## src/hw/ecc_config.svh

```systemverilog
// ------------------------------
// build-time constants for the signing controller
// all arithmetic is mod ECC_PRIME, inputs must already be below it
// ECC_ISSUE_GAP must be at least 2 to cover the program ROM latency
// ------------------------------
`ifndef ECC_CONFIG_SVH
`define ECC_CONFIG_SVH

// operand and register width
`define ECC_WORD_W 16

// 16-bit prime modulus
`define ECC_PRIME 65521

// fixed group generator
`define ECC_GEN 7

// register file holds 2**ECC_RF_ADDR_W words
`define ECC_RF_ADDR_W 3

// program ROM depth is 2**ECC_PROG_ADDR_W
`define ECC_PROG_ADDR_W 5

// cycles between two issued microinstructions
`define ECC_ISSUE_GAP 4

`endif

```

## src/hw/ecc_pkg.sv

```systemverilog
// ------------------------------
// shared types for the signing controller
// mod_add expects both operands below the prime
// ------------------------------
`default_nettype none

`include "ecc_config.svh"

package ecc_pkg;

    // host commands
    typedef enum logic [1:0] {
        CMD_NONE   = 2'd0,
        CMD_KEYGEN = 2'd1,
        CMD_SIGN   = 2'd2
    } cmd_e;

    // microinstruction opcodes
    typedef enum logic [2:0] {
        UOP_NOP     = 3'd0,
        UOP_WR_CORE = 3'd1,
        UOP_RD_CORE = 3'd2,
        UOP_ADD     = 3'd3,
        UOP_MUL     = 3'd4,
        UOP_END     = 3'd5
    } uop_e;

    // host-visible operands moved in and out of the core
    typedef enum logic [2:0] {
        ID_PRIVKEY = 3'd0,
        ID_MSG     = 3'd1,
        ID_NONCE   = 3'd2,
        ID_GEN     = 3'd3,
        ID_PUBKEY  = 3'd4,
        ID_R       = 3'd5,
        ID_S       = 3'd6
    } operand_e;

    typedef struct packed {
        uop_e                      op;
        operand_e                  id;
        logic [`ECC_RF_ADDR_W-1:0] dst;
        logic [`ECC_RF_ADDR_W-1:0] src_a;
        logic [`ECC_RF_ADDR_W-1:0] src_b;
    } uinstr_t;

    // a + b mod P, one conditional subtract
    function automatic logic [`ECC_WORD_W-1:0] mod_add(
        input logic [`ECC_WORD_W-1:0] a,
        input logic [`ECC_WORD_W-1:0] b
    );
        logic [`ECC_WORD_W:0] sum;
        sum = {1'b0, a} + {1'b0, b};
        if (sum >= (`ECC_WORD_W+1)'(`ECC_PRIME)) begin
            sum = sum - (`ECC_WORD_W+1)'(`ECC_PRIME);
        end
        return sum[`ECC_WORD_W-1:0];
    endfunction

endpackage

`default_nettype wire

```

## src/hw/ecc_arith_if.sv

```systemverilog
// ------------------------------
// link between sequencer, operand path and arithmetic unit
// uop.op is a one-cycle strobe, UOP_NOP between issues
// ------------------------------
`timescale 1ns/100ps
`default_nettype none

`include "ecc_config.svh"

interface ecc_arith_if;
    import ecc_pkg::*;

    // issued microinstruction, fields stay put after the strobe
    uinstr_t                uop;
    // operand into the core on WR_CORE
    logic [`ECC_WORD_W-1:0] wdata;
    // src_a register, read back on RD_CORE
    logic [`ECC_WORD_W-1:0] rdata;
    // multiplier in flight
    logic                   busy;

    modport seq (
        output uop,
        input  busy
    );

    modport operand (
        input  uop,
        input  rdata,
        output wdata
    );

    modport core (
        input  uop,
        input  wdata,
        output rdata,
        output busy
    );

endinterface

`default_nettype wire

```

## src/hw/ecc_uop_rom.sv

```systemverilog
// ------------------------------
// program ROM, one-cycle read latency
// keygen starts at 0, sign at 8, unused words read as END
// ------------------------------
`timescale 1ns/100ps
`default_nettype none

`include "ecc_config.svh"

module ecc_uop_rom (
    input  wire                         clk,
    input  wire [`ECC_PROG_ADDR_W-1:0]  addr_i,
    output ecc_pkg::uinstr_t            instr_o
);
    import ecc_pkg::*;

    function automatic uinstr_t mk(
        input uop_e     op,
        input operand_e id,
        input int       dst,
        input int       src_a,
        input int       src_b
    );
        uinstr_t u;
        u.op    = op;
        u.id    = id;
        u.dst   = dst[`ECC_RF_ADDR_W-1:0];
        u.src_a = src_a[`ECC_RF_ADDR_W-1:0];
        u.src_b = src_b[`ECC_RF_ADDR_W-1:0];
        return u;
    endfunction

    always_ff @(posedge clk) begin
        case (int'(addr_i))
            // keygen: pubkey = privkey * G
            0:       instr_o <= mk(UOP_WR_CORE, ID_PRIVKEY, 0, 0, 0);
            1:       instr_o <= mk(UOP_WR_CORE, ID_GEN,     1, 0, 0);
            2:       instr_o <= mk(UOP_MUL,     ID_PRIVKEY, 2, 0, 1);
            3:       instr_o <= mk(UOP_RD_CORE, ID_PUBKEY,  0, 2, 0);
            4:       instr_o <= mk(UOP_END,     ID_PRIVKEY, 0, 0, 0);
            // sign: r = nonce * G
            8:       instr_o <= mk(UOP_WR_CORE, ID_NONCE,   0, 0, 0);
            9:       instr_o <= mk(UOP_WR_CORE, ID_GEN,     1, 0, 0);
            10:      instr_o <= mk(UOP_MUL,     ID_PRIVKEY, 2, 0, 1);
            11:      instr_o <= mk(UOP_RD_CORE, ID_R,       0, 2, 0);
            // s = msg + r * privkey
            12:      instr_o <= mk(UOP_WR_CORE, ID_PRIVKEY, 3, 0, 0);
            13:      instr_o <= mk(UOP_MUL,     ID_PRIVKEY, 4, 2, 3);
            14:      instr_o <= mk(UOP_WR_CORE, ID_MSG,     5, 0, 0);
            15:      instr_o <= mk(UOP_ADD,     ID_PRIVKEY, 6, 5, 4);
            16:      instr_o <= mk(UOP_RD_CORE, ID_S,       0, 6, 0);
            17:      instr_o <= mk(UOP_END,     ID_PRIVKEY, 0, 0, 0);
            default: instr_o <= mk(UOP_END,     ID_PRIVKEY, 0, 0, 0);
        endcase
    end

endmodule

`default_nettype wire

```

## src/hw/ecc_modmul.sv

```systemverilog
// ------------------------------
// iterative modular multiplier, MSB-first double and add
// a_i must be below the prime, result in ECC_WORD_W+1 cycles
// ------------------------------
`timescale 1ns/100ps
`default_nettype none

`include "ecc_config.svh"

module ecc_modmul (
    input  wire                    clk,
    input  wire                    reset_n,
    input  wire                    start_i,
    input  wire [`ECC_WORD_W-1:0]  a_i,
    input  wire [`ECC_WORD_W-1:0]  b_i,
    output logic                   busy_o,
    output logic                   done_o,
    output logic [`ECC_WORD_W-1:0] p_o
);
    import ecc_pkg::*;

    localparam int W     = `ECC_WORD_W;
    localparam int CNT_W = $clog2(W);

    logic [W-1:0]     a_q;
    logic [W-1:0]     b_q;
    logic [W-1:0]     acc;
    logic [W-1:0]     acc_dbl;
    logic [W-1:0]     acc_next;
    logic [CNT_W-1:0] cnt;

    // acc stays reduced after each step
    assign acc_dbl  = mod_add(acc, acc);
    assign acc_next = b_q[W-1] ? mod_add(acc_dbl, a_q) : acc_dbl;
    assign p_o      = acc;

    always_ff @(posedge clk) begin
        if (!reset_n) begin
            busy_o <= 1'b0;
            done_o <= 1'b0;
            cnt    <= '0;
        end else begin
            done_o <= 1'b0;
            if (start_i) begin
                busy_o <= 1'b1;
                cnt    <= CNT_W'(W - 1);
            end else if (busy_o) begin
                cnt <= cnt - 1'b1;
                if (cnt == '0) begin
                    busy_o <= 1'b0;
                    done_o <= 1'b1;
                end
            end
        end
    end

    // datapath
    always_ff @(posedge clk) begin
        if (start_i) begin
            a_q <= a_i;
            b_q <= b_i;
            acc <= '0;
        end else if (busy_o) begin
            acc <= acc_next;
            b_q <= b_q << 1;
        end
    end

endmodule

`default_nettype wire

```

## src/hw/ecc_arith_unit.sv

```systemverilog
// ------------------------------
// register file, modular adder and multiply write-back
// busy covers the multiply up to its register write
// ------------------------------
`timescale 1ns/100ps
`default_nettype none

`include "ecc_config.svh"

module ecc_arith_unit (
    input  wire       clk,
    input  wire       reset_n,
    ecc_arith_if.core arith
);
    import ecc_pkg::*;

    localparam int W        = `ECC_WORD_W;
    localparam int RF_DEPTH = 2 ** `ECC_RF_ADDR_W;

    logic [W-1:0]                rf [RF_DEPTH];
    logic [W-1:0]                op_a;
    logic [W-1:0]                op_b;
    logic                        mul_start;
    logic                        mul_busy;
    logic                        mul_done;
    logic [W-1:0]                mul_p;
    logic [`ECC_RF_ADDR_W-1:0]   mul_dst;

    assign op_a      = rf[arith.uop.src_a];
    assign op_b      = rf[arith.uop.src_b];
    assign mul_start = (arith.uop.op == UOP_MUL);

    // read-back is combinational from src_a
    assign arith.rdata = op_a;
    assign arith.busy  = mul_busy | mul_done;

    ecc_modmul u_modmul (
        .clk     (clk),
        .reset_n (reset_n),
        .start_i (mul_start),
        .a_i     (op_a),
        .b_i     (op_b),
        .busy_o  (mul_busy),
        .done_o  (mul_done),
        .p_o     (mul_p)
    );

    // ------------------------------
    // register file writes
    // ------------------------------
    always_ff @(posedge clk) begin
        case (arith.uop.op)
            UOP_WR_CORE: rf[arith.uop.dst] <= arith.wdata;
            UOP_ADD:     rf[arith.uop.dst] <= mod_add(op_a, op_b);
            default: begin
            end
        endcase
        // product lands in the destination held since the strobe
        if (mul_done) begin
            rf[mul_dst] <= mul_p;
        end
    end

    always_ff @(posedge clk) begin
        if (mul_start) begin
            mul_dst <= arith.uop.dst;
        end
    end

endmodule

`default_nettype wire

```

## src/hw/ecc_dsa_fsm.sv

```systemverilog
// ------------------------------
// sequencer: command dispatch and microinstruction issue
// one issue every ECC_ISSUE_GAP cycles, frozen while the core is busy
// commands other than KEYGEN and SIGN are not accepted
// ------------------------------
`timescale 1ns/100ps
`default_nettype none

`include "ecc_config.svh"

module ecc_dsa_fsm (
    input  wire            clk,
    input  wire            reset_n,
    input  wire ecc_pkg::cmd_e cmd_i,
    output logic           start_o,
    output logic           ready_o,
    output logic           valid_o,
    ecc_arith_if.seq       arith
);
    import ecc_pkg::*;

    localparam int GAP_W = $clog2(`ECC_ISSUE_GAP + 1);
    localparam logic [GAP_W-1:0] GAP_LAST = GAP_W'(`ECC_ISSUE_GAP - 1);

    localparam logic [`ECC_PROG_ADDR_W-1:0] KEYGEN_ADDR = `ECC_PROG_ADDR_W'(0);
    localparam logic [`ECC_PROG_ADDR_W-1:0] SIGN_ADDR   = `ECC_PROG_ADDR_W'(8);

    typedef enum logic {
        ST_IDLE,
        ST_RUN
    } state_e;

    state_e                       state;
    logic [`ECC_PROG_ADDR_W-1:0]  prog_cntr;
    logic [GAP_W-1:0]             gap_cnt;
    uinstr_t                      instr;

    ecc_uop_rom u_rom (
        .clk     (clk),
        .addr_i  (prog_cntr),
        .instr_o (instr)
    );

    // ------------------------------
    // handshake flags
    // ------------------------------
    assign ready_o = (state == ST_IDLE) && !arith.busy;
    assign start_o = ready_o && ((cmd_i == CMD_KEYGEN) || (cmd_i == CMD_SIGN));

    // ------------------------------
    // program counter and issue
    // ------------------------------
    always_ff @(posedge clk) begin
        if (!reset_n) begin
            state     <= ST_IDLE;
            prog_cntr <= KEYGEN_ADDR;
            gap_cnt   <= '0;
            valid_o   <= 1'b0;
            arith.uop <= '0;
        end else begin
            // strobe lasts one cycle
            arith.uop.op <= UOP_NOP;
            case (state)
                ST_IDLE: begin
                    gap_cnt <= '0;
                    if (start_o) begin
                        prog_cntr <= (cmd_i == CMD_SIGN) ? SIGN_ADDR : KEYGEN_ADDR;
                        valid_o   <= 1'b0;
                        state     <= ST_RUN;
                    end
                end
                ST_RUN: begin
                    if (arith.busy) begin
                        // spacing restarts once the multiply is done
                        gap_cnt <= '0;
                    end else if (gap_cnt != GAP_LAST) begin
                        gap_cnt <= gap_cnt + 1'b1;
                    end else begin
                        gap_cnt <= '0;
                        if (instr.op == UOP_END) begin
                            state   <= ST_IDLE;
                            valid_o <= 1'b1;
                        end else begin
                            arith.uop <= instr;
                            prog_cntr <= prog_cntr + 1'b1;
                        end
                    end
                end
                default: state <= ST_IDLE;
            endcase
        end
    end

endmodule

`default_nettype wire

```

## src/hw/ecc_dsa_ctrl.sv

```systemverilog
// ------------------------------
// signing controller top, plain ports
// cmd_i is sampled only while ready_o is high
// privkey_i, msg_i and nonce_i must be below the prime
// ------------------------------
`timescale 1ns/100ps
`default_nettype none

`include "ecc_config.svh"

module ecc_dsa_ctrl (
    input  wire                    clk,
    input  wire                    reset_n,
    input  wire [1:0]              cmd_i,
    input  wire [`ECC_WORD_W-1:0]  privkey_i,
    input  wire [`ECC_WORD_W-1:0]  msg_i,
    input  wire [`ECC_WORD_W-1:0]  nonce_i,
    output logic                   ready_o,
    output logic                   valid_o,
    output logic [`ECC_WORD_W-1:0] pubkey_o,
    output logic [`ECC_WORD_W-1:0] r_o,
    output logic [`ECC_WORD_W-1:0] s_o
);
    import ecc_pkg::*;

    localparam logic [`ECC_WORD_W-1:0] GEN = `ECC_WORD_W'(`ECC_GEN);

    logic                   start;
    logic [`ECC_WORD_W-1:0] privkey_q;
    logic [`ECC_WORD_W-1:0] msg_q;
    logic [`ECC_WORD_W-1:0] nonce_q;
    uinstr_t                cur_uop;

    ecc_arith_if u_arith_if ();

    ecc_dsa_fsm u_fsm (
        .clk     (clk),
        .reset_n (reset_n),
        .cmd_i   (cmd_e'(cmd_i)),
        .start_o (start),
        .ready_o (ready_o),
        .valid_o (valid_o),
        .arith   (u_arith_if.seq)
    );

    ecc_arith_unit u_arith (
        .clk     (clk),
        .reset_n (reset_n),
        .arith   (u_arith_if.core)
    );

    assign cur_uop = u_arith_if.uop;

    // ------------------------------
    // input capture on acceptance
    // ------------------------------
    always_ff @(posedge clk) begin
        if (start) begin
            privkey_q <= privkey_i;
            msg_q     <= msg_i;
            nonce_q   <= nonce_i;
        end
    end

    // operand mux into the core
    always_comb begin
        u_arith_if.wdata = '0;
        if (cur_uop.op == UOP_WR_CORE) begin
            case (cur_uop.id)
                ID_PRIVKEY: u_arith_if.wdata = privkey_q;
                ID_MSG:     u_arith_if.wdata = msg_q;
                ID_NONCE:   u_arith_if.wdata = nonce_q;
                ID_GEN:     u_arith_if.wdata = GEN;
                default:    u_arith_if.wdata = '0;
            endcase
        end
    end

    // ------------------------------
    // result registers
    // ------------------------------
    always_ff @(posedge clk) begin
        if (!reset_n) begin
            pubkey_o <= '0;
            r_o      <= '0;
            s_o      <= '0;
        end else if (cur_uop.op == UOP_RD_CORE) begin
            case (cur_uop.id)
                ID_PUBKEY: pubkey_o <= u_arith_if.rdata;
                ID_R:      r_o      <= u_arith_if.rdata;
                ID_S:      s_o      <= u_arith_if.rdata;
                default: begin
                end
            endcase
        end
    end

endmodule

`default_nettype wire

```

## config.mk

```make
export PLATFORM = sky130hd
export DESIGN_NAME = ecc_dsa_ctrl
export DESIGN_NICKNAME = d
export VERILOG_FILES = /design/src/hw/ecc_pkg.sv /design/src/hw/ecc_arith_if.sv /design/src/hw/ecc_uop_rom.sv /design/src/hw/ecc_modmul.sv /design/src/hw/ecc_arith_unit.sv /design/src/hw/ecc_dsa_fsm.sv /design/src/hw/ecc_dsa_ctrl.sv
export VERILOG_INCLUDE_DIRS = /design/src /design/src/hw
export SDC_FILE = /design/constraint.sdc
export NUM_CORES = 1
export LEC_CHECK = 0
export BUFFER_PORTS_ARGS = -buffer_cell sky130_fd_sc_hd__buf_4
export CORE_ASPECT_RATIO = 0.5
export CORE_UTILIZATION = 45
export DETAILED_ROUTE_END_ITERATION = 7
export PLACE_DENSITY = 0.62
export SYNTH_ARGS = -nofsm -noshare
export SYNTH_HDL_FRONTEND = slang
export SYNTH_SLANG_ARGS = --single-unit
```

## constraint.sdc

```tcl
create_clock -name clk -period 4.89 [get_ports clk]
set_clock_uncertainty 0.1 [all_clocks]
set_input_delay 0.489 -clock clk [delete_from_list [all_inputs] [get_ports clk]]
set_output_delay 0.489 -clock clk [all_outputs]
set_load 0.01 [all_outputs]
```

==> impl_metrics.csv <==
group,metric,value,unit
status,outcome,"complete, no violations",
critical_path,cp_max_fo,9,
run,drv_cap,0,
floorplan,initial_core_util,0.457,
grt,busiest_layer,"met2",
sta,setup_ws,89.9,ps
logic_synthesis,avgSynthCellArea,10.3,sq um
grt,grt_pass1_vias,14400,
drt,routed_wl,57.4,mm
layout,n_fill_cell,3548,
cts,cts_tree,"yes",
sta,drv_slew,0,
grt,grtUsageMet2,0.420,
logic_synthesis,yosys.area.top_type,"edfxtp_1",
layout,final_cell_area,22500,sq um
layout,post-route-util,0.557,
sta,relSlewSlack,0.263,
floorplan,dieArea,41900,sq um
pwr,pwr_density_cell,267,nW/um^2
pwr,switching_power,1.46,mW
floorplan,die_h,145,um
logic_synthesis,yosys.area.top_type_share,0.343,
sta,max_freq,208,MHz
logic_synthesis,ys_ff_latch,324,
cts,cts.sinks,324,
cts,cts.path.max_buffers,3,
drt,remaining_drc_errors,0,
critical_path,required,5070,ps
logic_synthesis,synthesis.area,18500,sq um
cts,clkLatencyLatePin,590,ps
logic_synthesis,yosys_warnings,0,
logic_synthesis,seq_area_frac_synth,0.465,
layout,multi_input_area,9550,sq um
pwr,clockPowerShare,0.398,
cts,root_buffer,"clkbuf_16",
critical_path,startpoint_type,"register",
floorplan,rows,52,
pwr,total_power,6.03,mW
logic_synthesis,synth_area_leaders,"edfxtp_1 (34%), dfxtp_1 (12%), mux4_2 (7.8%)",
sta,setup_viol,0,
placement,hpwl,39.5,mm
floorplan,io_pins,102,
logic_synthesis,syn_inst,1787,
placement,dp_cells,2453,
pwr,pwr-share-comb,0.110,
sta,min_period,4800,ps
pwr,switching_share,0.243,
cts,clk_pin_slew,60,ps
floorplan,core,40500,sq um
sta,min_period_over_period,0.982,
sta,whs,328,ps
cts,cts_buffers,31,
grt,track_usage,0.268,
logic_synthesis,yosys.cell_types.count,97,
placement,place.port_buffers,101,
grt,antenna_found_initial,1,
grt,grtUsageMet1,0.382,
layout,fin_nets,2104,
critical_path,setup.worst_path.class,"register to register",
sta,timing.setup.tns,0,ps
layout,diodes,0,
floorplan,fp.dieW,289,um
grt,grt_pass1_wl,85.4,mm
grt,grt.met3_usage,0.0489,
logic_synthesis,synthFlopType,"edfxtp_1",
grt,grt_max_degree,76,
sta,finalHoldViolations,0,
drt,vias_per_cell,5.98,
layout,syn_to_final_growth,21.9,%
logic_synthesis,async_flop_share,0,
critical_path,arrival,4980,ps
pwr,leakage,9.11,nW
drt,firstDrtPassIters,5,
logic_synthesis,synth-edff-count,211,
pwr,ir_drop,0.257,mV
drt,vias,15300,
logic_synthesis,syn_nets,1891,
cts,htreeDepth,1,
drt,drtIter0Drc,1526,
placement,pre_cts_slack,-33.3,ps
drt,wire_per_inst,22.4,um
min_path,hold_path.class,"register to register",
grt,grt_overflow,0,
pwr,intPower,4.56,mW
pwr,power_frac_seq,0.492,
layout,seq_area,8600,sq um
layout,instances_no_fill,2565,
critical_path,endpoint_kind,"register",
placement,place.gp.congestion,0.945,
layout,drive_gt1_frac,0.240,
drt,ant_nets,0,
sta,max_slew.worst_pin.slew,1100,ps
placement,placed_cell_area,20700,sq um
-- layout by cell type (no fill, tap or decap), types with 8 or more instances in the layout --
cell type	instances
nor2_1	206
nand2b_1	15
o211a_1	50
nand2_1	203
buf_4	248
o21ai_0	40
xnor2_1	33
ha_1	48
or2_2	10
mux2i_1	34
edfxtp_1	211
clkbuf_16	34
mux2_2	21
nor3_1	19
inv_1	49
nor2b_1	20
dlygate4sd3_1	48
o22ai_1	16
xor2_1	14
a31oi_1	89
a21oi_1	83
nand3_1	55
a21boi_0	17
and2_1	13
nand3b_1	8
dfxtp_1	111
and3_1	18
a21o_1	10
a211o_1	9
nand4_1	13
mux4_2	64
-- power by group through the flow --
stage                     clock (mW)  sequential (mW)  combinational (mW)
final                           2.40             2.96               0.664
after global routing            2.53             2.97               0.725
after CTS                       2.41             2.96               0.647
after detailed placement           0             3.02               0.611
after global placement             0             3.02               0.612
after floorplan                    0             3.02               0.391
-- registers in the layout, indices dropped and copies added (netlist names), named ones only --
| name | cells |
|---|---|
| msg_q | 16 |
| nonce_q | 16 |
| privkey_q | 16 |
| pubkey_o | 16 |
| r_o | 16 |
| s_o | 16 |
| u_arith.mul_dst | 3 |
| u_arith.rf | 128 |
| u_arith.u_modmul.a_q | 16 |
| u_arith.u_modmul.b_q | 16 |
| u_arith.u_modmul.busy_o | 1 |
| u_arith.u_modmul.cnt | 4 |
| u_arith.u_modmul.done_o | 1 |
| u_arith.u_modmul.p_o | 16 |
| u_fsm.arith.uop | 14 |
| u_fsm.gap_cnt | 3 |
| u_fsm.prog_cntr | 5 |
| u_fsm.state | 1 |
| u_fsm.u_rom.instr_o | 14 |
| u_fsm.valid_o | 1 |
-- Yosys cell counts (5+ instances only) --
master	number
a211o_1	9
a211oi_1	7
a21boi_0	17
a21o_1	10
a21oi_1	89
a22oi_1	6
a31oi_1	90
and2_1	14
and3_1	18
and4_1	7
buf_1	14
buf_2	7
clkbuf_1	99
dfxtp_1	113
edfxtp_1	211
ha_1	50
inv_1	51
mux2_2	21
mux2i_1	42
mux4_2	64
nand2_1	204
nand2b_1	15
nand3_1	55
nand3b_1	8
nand4_1	13
nor2_1	209
nor2b_1	20
nor3_1	23
nor4_1	5
o211a_1	50
o211ai_1	6
o21ai_0	48
o21ai_1	6
o221ai_1	5
o22ai_1	16
o31ai_1	8
o41ai_1	5
or2_2	10
or3_1	5
xnor2_1	34
xor2_1	16
-- cells by family (layout without fill, tap and decap cells) --
logic type                 Yosys count  in the layout  share of synthesized area
AOI/OAI and AO/OA                  424            425                      0.164
xor gates and xnor gates            52             52                     0.0255
adders and majority gates           52             52                     0.0360
buffers and inverters              176            413                     0.0372
DFF                                324            324                      0.465
muxes                              127            127                      0.114
and+or+nand+nor                    632            632                      0.159
-- area by class of cell --
type | instances | share of cell area
Clock buffer | 45 | 0.0409
Clock inverter | 13 | 0.00355
Inverter | 51 | 0.00850
Multi-Input combinational cell | 1288 | 0.424
Sequential cell | 324 | 0.382
Tap cell | 540 | 0.0300
Timing Repair Buffer | 304 | 0.111
-- per-layer routing --
| metal | vias up | share of wire |
|---|---|---|
| li1 | 7103 | - |
| met1 | 7443 | 0.42 |
| met2 | 686 | 0.46 |
| met3 | 95 | 0.096 |
| met4 | 0 | 0.026 |
| met5 | - | 0 |
-- critical path: stages, from the launching register on --
cell and delay (ps):
dfxtp_4 420, buf_12 160, mux4_2 530, mux2i_4 270, inv_1 210, ha_1 370, buf_4 180, nand3_1 100
and2_1 260, nand2_1 170, xnor2_1 180, or4_1 640, nor4_2 300, a21oi_1 150, o21ai_4 290, a31oi_1 140
-- repair_timing --
action,in CTS,in global routing
endpoints found under the hold margin,48,0
gates cloned,0,2
resized for setup,3,54
setup endpoints to repair,46,144
hold buffers,48,0
pin swaps,0,8
setup buffers,0,4
-- path summary, 6_finish.rpt --
| kind | start | cells past startpoint | slack (ps) | endpoint |
|---|---|---|---|---|
| setup / recovery | register | 15 | 90 | u_arith.rf[4][14] |
| hold / removal | u_fsm.gap_cnt[0] | 1 | 330 | u_fsm.gap_cnt[0] |
| setup reg to reg | register | 15 | 90 | u_arith.rf[4][14] |
| hold reg to reg | u_fsm.gap_cnt[0] | 1 | 330 | u_fsm.gap_cnt[0] |
Note: power is estimated with default switching activity, not from simulation.
